==> src/axi_pkg.sv <==
// AXI burst length and size types, splitter FSM state type
package axi_pkg;

  // beats in a burst minus one
  typedef logic [7:0] axi_len_t;

  // log2 of the bytes per beat
  typedef logic [2:0] axi_size_t;

  // resp is the wait for the single-word completion
  typedef enum logic [1:0] {
    ST_IDLE = 2'd0,
    ST_DATA = 2'd1,
    ST_RESP = 2'd2
  } split_state_t;

endpackage

==> src/iob_pkg.sv <==
// IOb bus lane width and bridge grant type
package iob_pkg;

  // bits per strobe lane
  localparam int IOB_BYTE_W = 8;

  // owner of the IOb port
  typedef enum logic [1:0] {
    GNT_NONE = 2'd0,
    GNT_WR   = 2'd1,
    GNT_RD   = 2'd2
  } grant_t;

endpackage

==> src/lite_if.sv <==
// single-word write and read request interfaces between splitters and bridge
interface lite_wr_if
  import iob_pkg::*;
#(
  parameter int ADDR_W = 32,
  parameter int DATA_W = 32,
  localparam int STRB_W = DATA_W / IOB_BYTE_W
) ();
  logic [ADDR_W-1:0] addr;
  logic [DATA_W-1:0] wdata;
  logic [STRB_W-1:0] wstrb;
  logic              req;
  logic              ack;

  // true when the bridge grant belongs to the write side
  function automatic logic owns(input grant_t g);
    return g == GNT_WR;
  endfunction

  modport splitter(output addr, output wdata, output wstrb, output req, input ack);
  modport bridge(input addr, input wdata, input wstrb, input req, output ack, import owns);
endinterface

interface lite_rd_if
  import iob_pkg::*;
#(
  parameter int ADDR_W = 32,
  parameter int DATA_W = 32
) ();
  logic [ADDR_W-1:0] addr;
  logic              req;
  logic              ack;
  // valid in the ack cycle
  logic [DATA_W-1:0] rdata;

  function automatic logic owns(input grant_t g);
    return g == GNT_RD;
  endfunction

  modport splitter(output addr, output req, input ack, input rdata);
  modport bridge(input addr, input req, output ack, output rdata, import owns);
endinterface

==> src/axi2iob.sv <==
// AXI4 slave to IOb master adapter top level
module axi2iob
  import axi_pkg::*, iob_pkg::*;
#(
  parameter int ADDR_W = 32,
  parameter int DATA_W = 32,
  parameter int ID_W   = 8,
  localparam int STRB_W = DATA_W / IOB_BYTE_W
) (
  input  logic              clk_i,
  input  logic              arst_i,
  // AXI4 slave port
  input  logic [ID_W-1:0]   s_axi_awid_i,
  input  logic [ADDR_W-1:0] s_axi_awaddr_i,
  input  axi_len_t          s_axi_awlen_i,
  input  axi_size_t         s_axi_awsize_i,
  input  logic              s_axi_awvalid_i,
  output logic              s_axi_awready_o,
  input  logic [DATA_W-1:0] s_axi_wdata_i,
  input  logic [STRB_W-1:0] s_axi_wstrb_i,
  input  logic              s_axi_wvalid_i,
  output logic              s_axi_wready_o,
  output logic [ID_W-1:0]   s_axi_bid_o,
  output logic              s_axi_bvalid_o,
  input  logic              s_axi_bready_i,
  input  logic [ID_W-1:0]   s_axi_arid_i,
  input  logic [ADDR_W-1:0] s_axi_araddr_i,
  input  axi_len_t          s_axi_arlen_i,
  input  axi_size_t         s_axi_arsize_i,
  input  logic              s_axi_arvalid_i,
  output logic              s_axi_arready_o,
  output logic [ID_W-1:0]   s_axi_rid_o,
  output logic [DATA_W-1:0] s_axi_rdata_o,
  output logic              s_axi_rlast_o,
  output logic              s_axi_rvalid_o,
  input  logic              s_axi_rready_i,
  // IOb master port
  output logic              iob_avalid_o,
  output logic [ADDR_W-1:0] iob_addr_o,
  output logic [DATA_W-1:0] iob_wdata_o,
  output logic [STRB_W-1:0] iob_wstrb_o,
  input  logic              iob_ready_i,
  input  logic              iob_rvalid_i,
  input  logic [DATA_W-1:0] iob_rdata_i
);

  lite_wr_if #(.ADDR_W(ADDR_W), .DATA_W(DATA_W)) wr_lite ();
  lite_rd_if #(.ADDR_W(ADDR_W), .DATA_W(DATA_W)) rd_lite ();

  axi_wr_splitter #(.ADDR_W(ADDR_W), .DATA_W(DATA_W), .ID_W(ID_W)) i_wr_splitter (
    .clk_i(clk_i), .arst_i(arst_i),
    .awid_i(s_axi_awid_i), .awaddr_i(s_axi_awaddr_i), .awlen_i(s_axi_awlen_i),
    .awsize_i(s_axi_awsize_i), .awvalid_i(s_axi_awvalid_i), .awready_o(s_axi_awready_o),
    .wdata_i(s_axi_wdata_i), .wstrb_i(s_axi_wstrb_i), .wvalid_i(s_axi_wvalid_i),
    .wready_o(s_axi_wready_o), .bid_o(s_axi_bid_o), .bvalid_o(s_axi_bvalid_o),
    .bready_i(s_axi_bready_i), .wr(wr_lite)
  );

  axi_rd_splitter #(.ADDR_W(ADDR_W), .DATA_W(DATA_W), .ID_W(ID_W)) i_rd_splitter (
    .clk_i(clk_i), .arst_i(arst_i),
    .arid_i(s_axi_arid_i), .araddr_i(s_axi_araddr_i), .arlen_i(s_axi_arlen_i),
    .arsize_i(s_axi_arsize_i), .arvalid_i(s_axi_arvalid_i), .arready_o(s_axi_arready_o),
    .rid_o(s_axi_rid_o), .rdata_o(s_axi_rdata_o), .rlast_o(s_axi_rlast_o),
    .rvalid_o(s_axi_rvalid_o), .rready_i(s_axi_rready_i), .rd(rd_lite)
  );

  iob_bridge #(.ADDR_W(ADDR_W), .DATA_W(DATA_W)) i_bridge (
    .clk_i(clk_i), .arst_i(arst_i), .wr(wr_lite), .rd(rd_lite),
    .iob_avalid_o(iob_avalid_o), .iob_addr_o(iob_addr_o), .iob_wdata_o(iob_wdata_o),
    .iob_wstrb_o(iob_wstrb_o), .iob_ready_i(iob_ready_i), .iob_rvalid_i(iob_rvalid_i),
    .iob_rdata_i(iob_rdata_i)
  );

endmodule

==> src/axi_rd_splitter.sv <==
// AXI4 read burst splitter into single-word read requests and R beats
module axi_rd_splitter
  import axi_pkg::*;
#(
  parameter int ADDR_W = 32,
  parameter int DATA_W = 32,
  parameter int ID_W   = 8
) (
  input  logic              clk_i,
  input  logic              arst_i,
  // read address channel
  input  logic [ID_W-1:0]   arid_i,
  input  logic [ADDR_W-1:0] araddr_i,
  input  axi_len_t          arlen_i,
  input  axi_size_t         arsize_i,
  input  logic              arvalid_i,
  output logic              arready_o,
  // read data channel
  output logic [ID_W-1:0]   rid_o,
  output logic [DATA_W-1:0] rdata_o,
  output logic              rlast_o,
  output logic              rvalid_o,
  input  logic              rready_i,
  lite_rd_if.splitter       rd
);

  split_state_t      state_q;
  logic              arready_q;
  logic              rvalid_q;
  logic              rlast_q;
  logic              req_q;
  axi_len_t          count_q;
  logic [ID_W-1:0]   id_q;
  logic [ADDR_W-1:0] addr_q;
  axi_size_t         size_q;
  logic [DATA_W-1:0] rdata_q;
  logic              ar_fire;
  logic              beat_free;

  assign ar_fire = arvalid_i && arready_q;
  // the R register is empty next cycle
  assign beat_free = !rvalid_q || rready_i;

  always_ff @(posedge clk_i or posedge arst_i) begin
    if (arst_i) begin
      state_q   <= ST_IDLE;
      arready_q <= 1'b0;
      rvalid_q  <= 1'b0;
      rlast_q   <= 1'b0;
      req_q     <= 1'b0;
      count_q   <= '0;
    end else begin
      if (rvalid_q && rready_i) begin
        rvalid_q <= 1'b0;
      end
      case (state_q)
        ST_IDLE: begin
          if (ar_fire) begin
            arready_q <= 1'b0;
            req_q     <= 1'b1;
            count_q   <= arlen_i;
            state_q   <= ST_DATA;
          end else begin
            arready_q <= beat_free;
          end
        end
        default: begin
          if (rd.ack) begin
            req_q    <= 1'b0;
            rvalid_q <= 1'b1;
            rlast_q  <= count_q == '0;
            if (count_q == '0) begin
              state_q <= ST_IDLE;
            end else begin
              count_q <= count_q - 1'b1;
            end
          end else if (!req_q && beat_free) begin
            // previous beat taken, fetch the next word
            req_q <= 1'b1;
          end
        end
      endcase
    end
  end

  always_ff @(posedge clk_i) begin
    if (ar_fire) begin
      id_q   <= arid_i;
      addr_q <= araddr_i;
      size_q <= arsize_i;
    end
    if (rd.ack) begin
      rdata_q <= rd.rdata;
      addr_q  <= addr_q + (ADDR_W'(1) << size_q);
    end
  end

  assign arready_o = arready_q;
  assign rid_o     = id_q;
  assign rdata_o   = rdata_q;
  assign rlast_o   = rlast_q;
  assign rvalid_o  = rvalid_q;

  assign rd.addr = addr_q;
  assign rd.req  = req_q;

endmodule

==> src/axi_wr_splitter.sv <==
// AXI4 write burst splitter into single-word write requests and one write response
module axi_wr_splitter
  import axi_pkg::*, iob_pkg::*;
#(
  parameter int ADDR_W = 32,
  parameter int DATA_W = 32,
  parameter int ID_W   = 8,
  localparam int STRB_W = DATA_W / IOB_BYTE_W
) (
  input  logic              clk_i,
  input  logic              arst_i,
  // write address channel
  input  logic [ID_W-1:0]   awid_i,
  input  logic [ADDR_W-1:0] awaddr_i,
  input  axi_len_t          awlen_i,
  input  axi_size_t         awsize_i,
  input  logic              awvalid_i,
  output logic              awready_o,
  // write data channel
  input  logic [DATA_W-1:0] wdata_i,
  input  logic [STRB_W-1:0] wstrb_i,
  input  logic              wvalid_i,
  output logic              wready_o,
  // write response channel
  output logic [ID_W-1:0]   bid_o,
  output logic              bvalid_o,
  input  logic              bready_i,
  lite_wr_if.splitter       wr
);

  split_state_t      state_q;
  logic              awready_q;
  logic              wready_q;
  logic              bvalid_q;
  logic              req_q;
  axi_len_t          count_q;
  logic [ID_W-1:0]   id_q;
  logic [ADDR_W-1:0] addr_q;
  axi_size_t         size_q;
  logic [DATA_W-1:0] wdata_q;
  logic [STRB_W-1:0] wstrb_q;
  logic              aw_fire;
  logic              w_fire;
  logic              beat_done;

  assign aw_fire   = awvalid_i && awready_q;
  assign w_fire    = wvalid_i && wready_q;
  assign beat_done = (state_q == ST_RESP) && wr.ack;

  always_ff @(posedge clk_i or posedge arst_i) begin
    if (arst_i) begin
      state_q   <= ST_IDLE;
      awready_q <= 1'b0;
      wready_q  <= 1'b0;
      bvalid_q  <= 1'b0;
      req_q     <= 1'b0;
      count_q   <= '0;
    end else begin
      if (bvalid_q && bready_i) begin
        bvalid_q <= 1'b0;
      end
      case (state_q)
        ST_IDLE: begin
          if (aw_fire) begin
            awready_q <= 1'b0;
            wready_q  <= 1'b1;
            count_q   <= awlen_i;
            state_q   <= ST_DATA;
          end else begin
            // hold off the next burst until its response is taken
            awready_q <= !bvalid_q || bready_i;
          end
        end
        ST_DATA: begin
          if (w_fire) begin
            wready_q <= 1'b0;
            req_q    <= 1'b1;
            state_q  <= ST_RESP;
          end
        end
        default: begin
          if (beat_done) begin
            req_q <= 1'b0;
            if (count_q == '0) begin
              bvalid_q <= 1'b1;
              state_q  <= ST_IDLE;
            end else begin
              count_q  <= count_q - 1'b1;
              wready_q <= 1'b1;
              state_q  <= ST_DATA;
            end
          end
        end
      endcase
    end
  end

  // burst fields and the beat held for the bridge
  always_ff @(posedge clk_i) begin
    if (aw_fire) begin
      id_q   <= awid_i;
      addr_q <= awaddr_i;
      size_q <= awsize_i;
    end
    if (w_fire) begin
      wdata_q <= wdata_i;
      wstrb_q <= wstrb_i;
    end
    if (beat_done) begin
      addr_q <= addr_q + (ADDR_W'(1) << size_q);
    end
  end

  assign awready_o = awready_q;
  assign wready_o  = wready_q;
  assign bid_o     = id_q;
  assign bvalid_o  = bvalid_q;

  assign wr.addr  = addr_q;
  assign wr.wdata = wdata_q;
  assign wr.wstrb = wstrb_q;
  assign wr.req   = req_q;

endmodule

==> src/iob_bridge.sv <==
// IOb port arbiter for single-word write and read requests
module iob_bridge
  import iob_pkg::*;
#(
  parameter int ADDR_W = 32,
  parameter int DATA_W = 32,
  localparam int STRB_W = DATA_W / IOB_BYTE_W
) (
  input  logic              clk_i,
  input  logic              arst_i,
  lite_wr_if.bridge         wr,
  lite_rd_if.bridge         rd,
  // IOb master port
  output logic              iob_avalid_o,
  output logic [ADDR_W-1:0] iob_addr_o,
  output logic [DATA_W-1:0] iob_wdata_o,
  output logic [STRB_W-1:0] iob_wstrb_o,
  input  logic              iob_ready_i,
  input  logic              iob_rvalid_i,
  input  logic [DATA_W-1:0] iob_rdata_i
);

  grant_t grant_q;
  // read address accepted, waiting for its data
  logic   rd_addr_done_q;
  logic   wr_own;
  logic   rd_own;
  logic   wr_skip;

  assign wr_own = wr.owns(grant_q);
  assign rd_own = rd.owns(grant_q);

  // all-zero strobes complete without touching the bus
  assign wr_skip = (grant_q == GNT_NONE) && wr.req && !(|wr.wstrb);

  assign iob_avalid_o = wr_own || (rd_own && !rd_addr_done_q);
  assign iob_addr_o   = wr_own ? wr.addr : rd.addr;
  assign iob_wdata_o  = wr.wdata;
  // zero strobes mark a read on IOb
  assign iob_wstrb_o  = wr_own ? wr.wstrb : '0;

  assign wr.ack   = (wr_own && iob_ready_i) || wr_skip;
  assign rd.ack   = rd_own && iob_rvalid_i;
  assign rd.rdata = iob_rdata_i;

  always_ff @(posedge clk_i or posedge arst_i) begin
    if (arst_i) begin
      grant_q        <= GNT_NONE;
      rd_addr_done_q <= 1'b0;
    end else begin
      case (grant_q)
        GNT_NONE: begin
          // write wins over read
          if (wr.req) begin
            if (|wr.wstrb) begin
              grant_q <= GNT_WR;
            end
          end else if (rd.req) begin
            grant_q <= GNT_RD;
          end
        end
        GNT_WR: begin
          if (iob_ready_i) begin
            grant_q <= GNT_NONE;
          end
        end
        default: begin
          if (iob_ready_i) begin
            rd_addr_done_q <= 1'b1;
          end
          if (iob_rvalid_i) begin
            grant_q        <= GNT_NONE;
            rd_addr_done_q <= 1'b0;
          end
        end
      endcase
    end
  end

endmodule

==> config.mk <==
export PLATFORM = sky130hd
export DESIGN_NAME = axi2iob
export DESIGN_NICKNAME = d
export VERILOG_FILES = /design/src/axi_pkg.sv /design/src/iob_pkg.sv /design/src/lite_if.sv /design/src/axi2iob.sv /design/src/axi_rd_splitter.sv /design/src/axi_wr_splitter.sv /design/src/iob_bridge.sv
export SDC_FILE = /design/constraint.sdc
export NUM_CORES = 1
export LEC_CHECK = 0
export BUFFER_PORTS_ARGS = -buffer_cell sky130_fd_sc_hd__buf_2
export CORE_AREA = 3 3 140 142
export DETAILED_ROUTE_END_ITERATION = 10
export DIE_AREA = 0 0 143 145
export PLACE_DENSITY_LB_ADDON = 0.08
export SLEW_MARGIN = 30
export SYNTH_ARGS = -nofsm -noshare
export SYNTH_HDL_FRONTEND = slang
export SYNTH_SLANG_ARGS = --single-unit
==> constraint.sdc <==
create_clock -name clk_i -period 8.74 [get_ports clk_i]
set_clock_uncertainty 0.1 [all_clocks]
set_input_delay 0.874 -clock clk_i [delete_from_list [all_inputs] [get_ports clk_i]]
set_output_delay 0.874 -clock clk_i [all_outputs]
set_load 0.01 [all_outputs]
==> flow_metrics.env, run 1 <==
export IMPL_status="finished, final reports clean"
export IMPL_syn_area_um2=9130
export IMPL_synth_edff_count=154
export IMPL_max_cap_violations=0
export IMPL_num_rows=50
export IMPL_cts_root_buffer="clkbuf_16"
export IMPL_portBuffers=301
export IMPL_utilization_pct=62.0
export IMPL_yosysWarnings=0
export IMPL_syn_nets=981
export IMPL_numClockSinks=184
export IMPL_synth_area_top_cells="edfxtp_1 51%, dfrtp_1 8.2%, nand2_1 4.5%, o21ai_0 4.1%, mux2_2 3.8%"
export IMPL_synth_compound_area_share_pct=12.2
export IMPL_grt_ovfl_total=0
export IMPL_fin_nets=1280
export IMPL_synthCells=781
export IMPL_period_minus_slack_ns=3.15
export IMPL_slew_headroom_pct=40.5
export IMPL_synth_simple_gate_area_share_pct=14.4
export IMPL_min_period_over_period_pct=36.0
export IMPL_hold_viol_final=0
export IMPL_synthMuxAreaShare_pct=4.04
export IMPL_drc_errors=0
export IMPL_die_area_um2=20700
export IMPL_antenna_found_initial=6
export IMPL_p_per_area_nw_per_um2=284
export IMPL_wire_per_inst_um=18.1
export IMPL_die_h_um=145
export IMPL_start_util_pct=49.1
export IMPL_synth_xor_area_share_pct=5.08
export IMPL_cts_htree_levels=4
export IMPL_max_freq_mhz=317
export IMPL_worstSkewPairLatency_ns=0.43
export IMPL_ctsResizeCount=0
export IMPL_worstPathArrival_ns=2.18
export IMPL_via_count=7151
export IMPL_drive_gt1_share_pct=36.0
export IMPL_synth_ff_type="edfxtp_1"
export IMPL_grt_usage_pct=23.1
export IMPL_gp_congestion=0.835
export IMPL_viasPerCell=5.38
export IMPL_setup_tns_ns=0
export IMPL_rsz0062_at_grt="no"
export IMPL_final_area_um2=11500
export IMPL_grt_max_degree=71
export IMPL_grt_pass1_wl_um=37400
export IMPL_die_w_um=143
export IMPL_core_area_um2=18600
export IMPL_drt_pass1_iterations=5
export IMPL_grt_pass1_vias=7127
export IMPL_hold_path_class="primary input to async pin"
export IMPL_syn_to_final_growth_pct=26.2
export IMPL_yosysTopAreaCell="edfxtp_1"
export IMPL_power_leakage_nw=4.86
export IMPL_avgSynthCellArea_um2=11.7
export IMPL_cts_setup_buffers=0
export IMPL_postCtsHoldBufs=0
export IMPL_cp_start_kind="flop"
export IMPL_hold_slack_ns=0.408
export IMPL_end_kind="primary output"
export IMPL_ios=302
export IMPL_irDropWorstVdd_uv=166
export IMPL_yosysSeqAreaShare_pct=58.9
export IMPL_cts_tree="built"
export IMPL_detailed_place_hpwl_um=17900
export IMPL_async_flop_share_pct=16.3
export IMPL_synthDistinctLibCells=67
export IMPL_synth_seq_cells=184
export IMPL_synth_top_family_by_area="simple AND/OR/NAND/NOR gates"
export IMPL_synth_fa_ha_area_share_pct=3.04
export IMPL_drt_iter0_drc=503
export IMPL_clk_pin_slew_ns=0.07
export IMPL_drt_total_wl_um=24100
export IMPL_crit_fanout=23
export IMPL_clock_path_buffers=2
export IMPL_finalMaxSlewViolations=0
export IMPL_tightestPinTransition_ns=0.885
export IMPL_fill_cells=1571
export IMPL_placed_area_um2=10900
export IMPL_postRouteAntennaNets=0
export IMPL_synth_top_area_share_pct=50.6
export IMPL_crit_required_ns=7.77
export IMPL_crit_type="flop to primary output"
export IMPL_setup_viol=0
export IMPL_cts_made_buffers=17
[sequential cells by signal (all words and copies together), names as in the netlist, 4 cells and up]
name and count:
i_rd_splitter.rdata_o 32, i_wr_splitter.bid_o 8, i_wr_splitter.wr.wstrb 4, i_rd_splitter.count_q 8, i_wr_splitter.count_q 8, i_rd_splitter.rd.addr 32
i_wr_splitter.wr.addr 32, i_rd_splitter.rid_o 8, i_wr_splitter.wr.wdata 32
[cell type report]
cell class / instances / area, um^2 / share of cell area, %
clock buffers: 17 / 425 / 3.69
clock inverters: 15 / 188 / 1.63
repair buffers: 311 / 1600 / 13.9
well taps: 234 / 293 / 2.54
inverters: 23 / 86.3 / 0.749
multi-input cells: 543 / 3540 / 30.8
flip-flops and latches: 184 / 5380 / 46.7
diodes: 3 / 7.51 / 0.0652
[worst max-delay path, stage by stage, from the launching register on]
cell,delay (ns)
dfrtp_1,0.50
nor2b_4,0.47
buf_16,0.23
mux2_2,0.38
buf_2,0.15
[per-stage QoR]
stage	power, mW	std cells	setup slack, ns
after global placement	2.46	1294	5.73
after global routing	3.48	1330	5.41
after detailed placement	2.48	1294	5.69
after CTS	3.29	1326	5.35
after floorplan	2.08	781	5.82
final	3.27	1330	5.59
[report_power, final]
group	switching, mW	internal, mW	leakage (nW)
Clock	0.349	0.457	0.292
Combinational	0.610	0.441	2.77
Sequential	0.188	1.23	1.80
Total	1.15	2.13	4.86
[placed cells by master (no fill, tap or decap), types with 17 or more instances in the layout]
| master | n |
|---|---|
| nor2_1 | 28 |
| ha_1 | 19 |
| a21oi_1 | 35 |
| xor2_1 | 28 |
| nand3_1 | 17 |
| buf_2 | 301 |
| clkbuf_16 | 17 |
| inv_1 | 22 |
| xnor2_1 | 25 |
| mux2_2 | 31 |
| o21ai_0 | 74 |
| edfxtp_1 | 154 |
| nand2_1 | 110 |
| dfrtp_1 | 30 |
[cell usage after synthesis, drive strengths merged (3+ instances only)]
cell      n
edfxtp  154
nand2   110
o21ai    77
a21oi    36
mux2     31
dfrtp    30
nor2     28
xor2     28
xnor2    25
inv      22
ha       19
clkbuf   18
nand3    17
nand4    16
nor3     15
and3     13
buf      13
a211oi   12
nor4     11
a21o     10
a31oi     7
nand2b    7
nor3b     7
and2      6
o21a      5
o22a      5
o22ai     5
nand3b    4
o31ai     4
or2       4
or3       4
a21boi    3
and3b     3
and4      3
[logic make-up after synthesis]
logic type / after synthesis
simple gates: 255
buf+inv: 54
mux: 33
compound gates: 181
fa+ha+maj: 21
flops: 184
xor+xnor: 53
[path summary, 6_finish.rpt]
check	cells past startpoint	to	startpoint	slack [ns]
max	4	iob_addr_o[31]	i_bridge.grant_q[1]$_DFFE_PP0P_	5.59
min	3	i_wr_splitter.count_q[5]$_DFFE_PP0P_	arst_i	0.41
max reg2reg	9	i_wr_splitter.wr.addr[10]$_DFFE_PP_	i_wr_splitter.size_q[0]$_DFFE_PP_	5.61
min reg2reg	2	i_wr_splitter.awready_o$_DFFE_PP0P_	i_wr_splitter.awready_o$_DFFE_PP0P_	0.41
max in group asynchronous	3	i_rd_splitter.rvalid_o$_DFF_PP0_	arst_i	7.81
min in group clk_i	2	i_wr_splitter.awready_o$_DFFE_PP0P_	i_wr_splitter.awready_o$_DFFE_PP0P_	0.41
[layer usage]
| metal | vias up | wire length [um] | GRT usage [%] |
|---|---|---|---|
| li1 | 3505 | - | - |
| met1 | 3369 | 9600 | 28.3 |
| met2 | 233 | 12200 | 38.5 |
| met3 | 38 | 1780 | 7.32 |
| met4 | 6 | 540 | 7.75 |
| met5 | - | 46 | 0 |
Power figures use the tool's default switching activity.
==> run 2, diff against run 1 <==
Settings changed: ABC_AREA set to 1, CORE_AREA 3 3 140 142 to 3 3 150 152, DIE_AREA 0 0 143 145 to 0 0 153 155.
Clock period 8.74 ns to 2.7 ns, I/O delays scaled along.
==> run 2 against run 1 <==
Effect of this change:
- non-clock buffer count rose by 116
- count of clock-buffer cells in the layout did not move
- worst hold slack got worse by 0.39 ns
- combinational power rose by 85%
- register-to-register slack got worse by 5.4 ns
- critical path depth rose by 8
- area after synthesis rose by 8.5%
- flip-flop and latch count did not move
- via count rose by 29%
- synthesized cell count rose by 50%
- first-iteration DRC count fell by 4.6%
- critical endpoint is now i_wr_splitter.wr.addr[28]$_DFFE_PP_
- highest routed layer unchanged
==> flow_metrics.env, run 2 <==
export IMPL_clk_pin_slew_ns=0.08
export IMPL_irDropWorstVdd_uv=437
export IMPL_hold_viol_final=0
export IMPL_finalNonFillerCells=1886
export IMPL_crit_required_ns=2.79
export IMPL_finalPower_mw=8.12
export IMPL_gp_congestion=0.906
export IMPL_cts_root_buffer="clkbuf_16"
export IMPL_grt_pass1_vias=9093
export IMPL_start_util_pct=46.9
export IMPL_die_w_um=153
export IMPL_final_area_um2=13500
export IMPL_synth_common_cells="430 x nand2_1, 154 x edfxtp_1, 141 x inv_1"
export IMPL_synthCells=1173
export IMPL_multi_input_area_um2=3890
export IMPL_setup_tns_ns=0
export IMPL_antenna_found_initial=5
export IMPL_async_flop_share_pct=16.3
export IMPL_cts_htree_levels=4
export IMPL_dp_cells=1736
export IMPL_syn_area_um2=9910
export IMPL_end_kind="flop"
export IMPL_crit_type="flop to flop"
export IMPL_setup_ws_ns=0.258
export IMPL_tightestPinTransition_ns=0.563
export IMPL_syn_nets=1373
export IMPL_hold_path_class="primary input to flop"
export IMPL_ios=302
export IMPL_yosysSeqAreaShare_pct=54.2
export IMPL_period_minus_slack_ns=2.44
export IMPL_max_freq_mhz=409
export IMPL_cts_made_buffers=17
export IMPL_synth_ff_type="edfxtp_1"
export IMPL_utilization_pct=64.0
export IMPL_power_leakage_nw=6.51
export IMPL_grt_ovfl_total=0
export IMPL_synth_edff_count=154
export IMPL_crit_fanout=7
export IMPL_yosysTopAreaCell="edfxtp_1"
export IMPL_grt_usage_pct=24.6
export IMPL_rsz0062_at_grt="no"
export IMPL_drc_errors=0
export IMPL_fin_nets=1796
export IMPL_num_rows=53
export IMPL_drt_pass1_iterations=5
export IMPL_yosysWarnings=0
export IMPL_syn_to_final_growth_pct=36.6
export IMPL_die_area_um2=23700
export IMPL_grt_max_degree=62
export IMPL_register_area_um2=5380
export IMPL_detailed_place_hpwl_um=21600
export IMPL_grt_pass1_wl_um=46600
export IMPL_synth_area_top_cells="edfxtp_1 47%, nand2_1 16%, dfrtp_1 7.6%, nand3_1 5.4%, inv_1 5.3%"
export IMPL_via_count=9208
export IMPL_worstPathArrival_ns=2.53
export IMPL_cp_start_kind="flop"
export IMPL_drt_total_wl_um=29300
export IMPL_fill_cells=1873
export IMPL_drt_iter0_drc=480
export IMPL_hold_slack_ns=0.0208
export IMPL_p_per_area_nw_per_um2=600
export IMPL_finalMaxSlewViolations=0
export IMPL_synth_seq_cells=184
export IMPL_final_cell_mix="430 x nand2_1, 301 x buf_2, 154 x edfxtp_1"
export IMPL_cts_setup_buffers=0
export IMPL_wire_per_inst_um=15.5
export IMPL_drive_gt1_share_pct=22.9
export IMPL_setup_viol=0
export IMPL_cts_tree="built"
export IMPL_clock_path_buffers=2
export IMPL_final_common_cell="nand2_1"
export IMPL_slew_headroom_pct=62.4
export IMPL_avgSynthCellArea_um2=8.45
export IMPL_status="finished, final reports clean"
export IMPL_placed_area_um2=11700
export IMPL_viasPerCell=4.88
export IMPL_yosysMostFrequentCell="nand2_1"
export IMPL_portBuffers=301
export IMPL_min_period_over_period_pct=90.5
export IMPL_core_area_um2=21200
export IMPL_die_h_um=155
export IMPL_dp_slack_ns=0.169
export IMPL_max_cap_violations=0
export IMPL_synthDistinctLibCells=38
export IMPL_numClockSinks=184
export IMPL_worstSkewPairLatency_ns=0.44
export IMPL_postRouteAntennaNets=0
export IMPL_synth_top_area_share_pct=46.7
run 2: cell type report:
cell class | instances | area share (%)
well taps | 275 | 2.54
clock buffers | 17 | 3.14
diodes | 2 | 0.0370
flip-flops and latches | 184 | 39.7
clock inverters | 15 | 1.53
inverters | 143 | 3.97
repair buffers | 427 | 20.4
multi-input cells | 823 | 28.7
run 2: layer usage:
layer,GRT usage [%],vias up,part of all wire (%)
li1,-,4707,-
met1,30.2,4144,40
met2,43.0,301,50
met3,6.65,48,7.8
met4,6.70,8,2.0
met5,0,-,0.16
run 2: worst paths after layout:
check	from	slack, ns	end	cells after the start
min in group asynchronous	arst_i	0.36	i_wr_splitter.count_q[2]$_DFFE_PP0P_	4
min reg2reg	i_wr_splitter.count_q[1]$_DFFE_PP0P_	0.38	i_wr_splitter.count_q[1]$_DFFE_PP0P_	2
max	i_wr_splitter.size_q[0]$_DFFE_PP_	0.26	i_wr_splitter.wr.addr[28]$_DFFE_PP_	12
max in group asynchronous	arst_i	1.85	i_wr_splitter.count_q[7]$_DFFE_PP0P_	4
max reg2reg	i_wr_splitter.size_q[0]$_DFFE_PP_	0.26	i_wr_splitter.wr.addr[28]$_DFFE_PP_	12
min	s_axi_awaddr_i[3]	0.02	i_wr_splitter.wr.addr[3]$_DFFE_PP_	3
run 2: logic make-up after synthesis:
family / synth area share [%]
compound gates: 5.07
xor+xnor: 1.59
fa+ha+maj: 2.80
buf+inv: 6.62
flops: 54.2
mux: 0.909
simple gates: 28.8
run 2: what timing repair did:
item,4_1_cts,5_1_grt
endpoints found under the setup margin,0,4
endpoints found under the hold margin,145,0
hold buffers,116,0
resized for setup,0,2
run 2: critical path, stage by stage, from the launching register on:
cell and delay [ns]:
edfxtp_1 0.45, nor3_1 0.24, ha_1 0.22, fa_1 0.22, nand2_1 0.10, a21oi_2 0.22
nand3_1 0.12, nand2_1 0.23, nand2_1 0.08, nand2_1 0.06, nand2_1 0.05, nand2_1 0.05
nand2_1 0.05
run 2: power by group:
group	internal, mW	switching, mW
clock network	1.29	1.32
registers	3.36	0.205
logic	0.780	1.16
total	5.44	2.68
==> run 3, diff against run 2 <==
Settings changed: CORE_AREA 3 3 150 152 to 3 3 145 147, DIE_AREA 0 0 153 155 to 0 0 148 150.
Clock period 2.7 ns to 3 ns, I/O delays scaled along.
==> run 3 against run 2 <==
Effect of this change:
- worst hold slack better by 0.0086 ns
- power down 10%
- global-route usage is 2.0 points higher
- combinational power down 11%
- clock power is 9.6% lower
- flip-flop and latch count stayed put
- register-to-register slack better by 0.22 ns
- die area fell by 6.4%
- setup slack better by 0.22 ns
- first-iteration DRC count grew 26%
- cell count is 1.6% lower
- largest power group unchanged
- sequential power is 10% lower
==> flow_metrics.env, run 3 (synthesis gave the netlist of run 2 again) <==
export IMPL_power_leakage_nw=6.41
export IMPL_grt_pass1_vias=9280
export IMPL_cell_internal_pwr_mw=4.87
export IMPL_hold_viol_final=0
export IMPL_worstSkewPairLatency_ns=0.44
export IMPL_num_rows=52
export IMPL_dp_slack_ns=0.489
export IMPL_irDropWorstVdd_uv=417
export IMPL_wire_per_inst_um=15.7
export IMPL_crit_buf_inv=1
export IMPL_final_cell_mix="430 x nand2_1, 301 x buf_2, 154 x edfxtp_1"
export IMPL_ctsResizeCount=0
export IMPL_drive_gt1_share_pct=23.1
export IMPL_grt_max_degree=62
export IMPL_tightestPinTransition_ns=0.813
export IMPL_min_period_over_period_pct=83.9
export IMPL_die_w_um=148
export IMPL_cts_root_buffer="clkbuf_16"
export IMPL_die_h_um=150
export IMPL_pwr_share_seq_pct=44.0
export IMPL_via_count=9288
export IMPL_worstPathArrival_ns=2.61
export IMPL_finalPower_mw=7.30
export IMPL_crit_type="flop to flop"
export IMPL_postRouteAntennaNets=0
export IMPL_slowest_stage="edfxtp_1"
export IMPL_viasPerCell=5.00
export IMPL_worstHoldPathCells=3
export IMPL_setup_tns_ns=0
export IMPL_core_area_um2=20000
export IMPL_gp_congestion=0.909
export IMPL_clk_pin_slew_ns=0.08
export IMPL_whs_endpoint="i_wr_splitter.wr.addr[13]$_DFFE_PP_"
export IMPL_finalMaxSlewViolations=0
export IMPL_reg2reg_depth=12
export IMPL_grt_pass1_wl_um=46600
export IMPL_path_common_cell="nand2_1"
export IMPL_path_cells="inv_1 -> nor3_1 -> fa_1 -> nand2_1 -> a21oi_1 -> nand3_1 -> nand2_1 -> nand2_1 -> nand2_1 -> nand2_1 -> nand2_1 -> nand2_1"
export IMPL_detailed_place_hpwl_um=21300
export IMPL_max_cap_violations=0
export IMPL_timing_rr_start="i_wr_splitter.size_q[0]$_DFFE_PP_"
export IMPL_period_minus_slack_ns=2.52
export IMPL_end_kind="flop"
export IMPL_syn_to_final_growth_pct=34.0
export IMPL_regToRegSetupSlack_ns=0.48
export IMPL_antenna_found_initial=2
export IMPL_slew_headroom_pct=45.4
export IMPL_cpPeakStageDelay_ns=0.42
export IMPL_combPwrFrac_pct=23.7
export IMPL_clock_path_buffers=2
export IMPL_r2r_end="i_wr_splitter.wr.addr[28]$_DFFE_PP_"
export IMPL_drt_pass1_iterations=5
export IMPL_p_per_area_nw_per_um2=550
export IMPL_cts_htree_levels=4
export IMPL_max_freq_mhz=397
export IMPL_numClockSinks=184
export IMPL_utilization_pct=66.3
export IMPL_crit_required_ns=3.09
export IMPL_clkPwrFrac_pct=32.3
export IMPL_cts_made_buffers=17
export IMPL_drt_iter0_drc=603
export IMPL_fin_nets=1772
export IMPL_cts_setup_buffers=0
export IMPL_cp_start_kind="flop"
export IMPL_setup_ws_ns=0.482
export IMPL_status="finished, final reports clean"
export IMPL_critical_path_top_delay_family="simple AND/OR/NAND/NOR gates"
export IMPL_grt_usage_pct=26.6
export IMPL_rsz0062_at_grt="no"
export IMPL_start_util_pct=49.5
export IMPL_p_sw_mw=2.43
export IMPL_crit_fanout=7
export IMPL_ios=302
export IMPL_drc_errors=0
export IMPL_min_from="s_axi_awaddr_i[13]"
export IMPL_setup_viol=0
export IMPL_die_area_um2=22200
export IMPL_postCtsHoldBufs=93
export IMPL_swShare_pct=33.2
export IMPL_final_common_cell="nand2_1"
export IMPL_hold_path_class="primary input to flop"
export IMPL_cts_tree="built"
export IMPL_fill_cells=1759
export IMPL_grt_ovfl_total=0
export IMPL_drt_total_wl_um=29200
export IMPL_portBuffers=301
[run 3: changes by cell type in the layout (fill, tap and decap cells not counted), sizes merged]
cell	delta
inv	-2
dlygate4sd3	-23
diode	-1
clkinv	+2
buf	-1
[run 3: routing by layer]
layer | GRT usage [%] | share of wire [%] | wire length, um | vias to the layer above
li1 | - | - | - | 4656
met1 | 32.4 | 40 | 11600 | 4256
met2 | 45.7 | 50 | 14500 | 308
met3 | 7.30 | 7.3 | 2120 | 66
met4 | 9.01 | 3.2 | 934 | 2
met5 | 0 | 0.045 | 13 | -
[run 3: stage by stage]
stage | instance area (um^2) | hold WS (ns) | instances
finish | 13300 | 0.0294 | 1856
global route | 13300 | 0.0153 | 1856
CTS | 13300 | 0.0169 | 1855
detailed placement | 11700 | 0.305 | 1730
global placement | 11700 | 0.300 | 1730
floorplan | 9910 | 0.291 | 1173
[run 3: power by group through the flow]
stage	logic (mW)	clock network, mW	registers, mW
2_1_floorplan	0.972	0	3.23
3_3_place_gp	1.59	0	3.26
3_5_place_dp	1.62	0	3.26
4_1_cts	1.73	2.41	3.21
5_1_grt	1.93	2.50	3.24
6_report	1.73	2.36	3.21
[run 3: worst max path at each step]
stage,slack (ns),startpoint,cells after the start,to
after floorplan,0.71,i_bridge.grant_q[0]$_DFFE_PP0P_,6,i_wr_splitter.wr.addr[0]$_DFFE_PP_
after global placement,0.61,i_wr_splitter.size_q[0]$_DFFE_PP_,12,i_wr_splitter.wr.addr[28]$_DFFE_PP_
after detailed placement,0.49,i_wr_splitter.size_q[0]$_DFFE_PP_,12,i_wr_splitter.wr.addr[28]$_DFFE_PP_
after CTS,0.47,i_wr_splitter.size_q[0]$_DFFE_PP_,12,i_wr_splitter.wr.addr[28]$_DFFE_PP_
after global routing,0.12,i_wr_splitter.size_q[0]$_DFFE_PP_,12,i_wr_splitter.wr.addr[28]$_DFFE_PP_
final,0.48,i_wr_splitter.size_q[0]$_DFFE_PP_,12,i_wr_splitter.wr.addr[28]$_DFFE_PP_
[run 3: layout make-up]
cell class / instances / area [um^2] / area share (%)
inverter: 143 / 537 / 4.04
sequential: 184 / 5380 / 40.5
clock inverter: 15 / 209 / 1.57
antenna: 1 / 2.50 / 0.0188
timing repair buffer: 403 / 2520 / 19.0
clock buffer: 17 / 425 / 3.20
multi-input combinational: 823 / 3880 / 29.2
tap: 270 / 338 / 2.54
[run 3: worst register-to-register path: stages (launching register included)]
cell      delay (ns)
edfxtp_1        0.42
inv_1           0.11
nor3_1          0.31
fa_1            0.29
nand2_1         0.08
a21oi_1         0.29
nand3_1         0.14
nand2_1         0.23
nand2_1         0.08
nand2_1         0.06
nand2_1         0.05
nand2_1         0.06
nand2_1         0.05
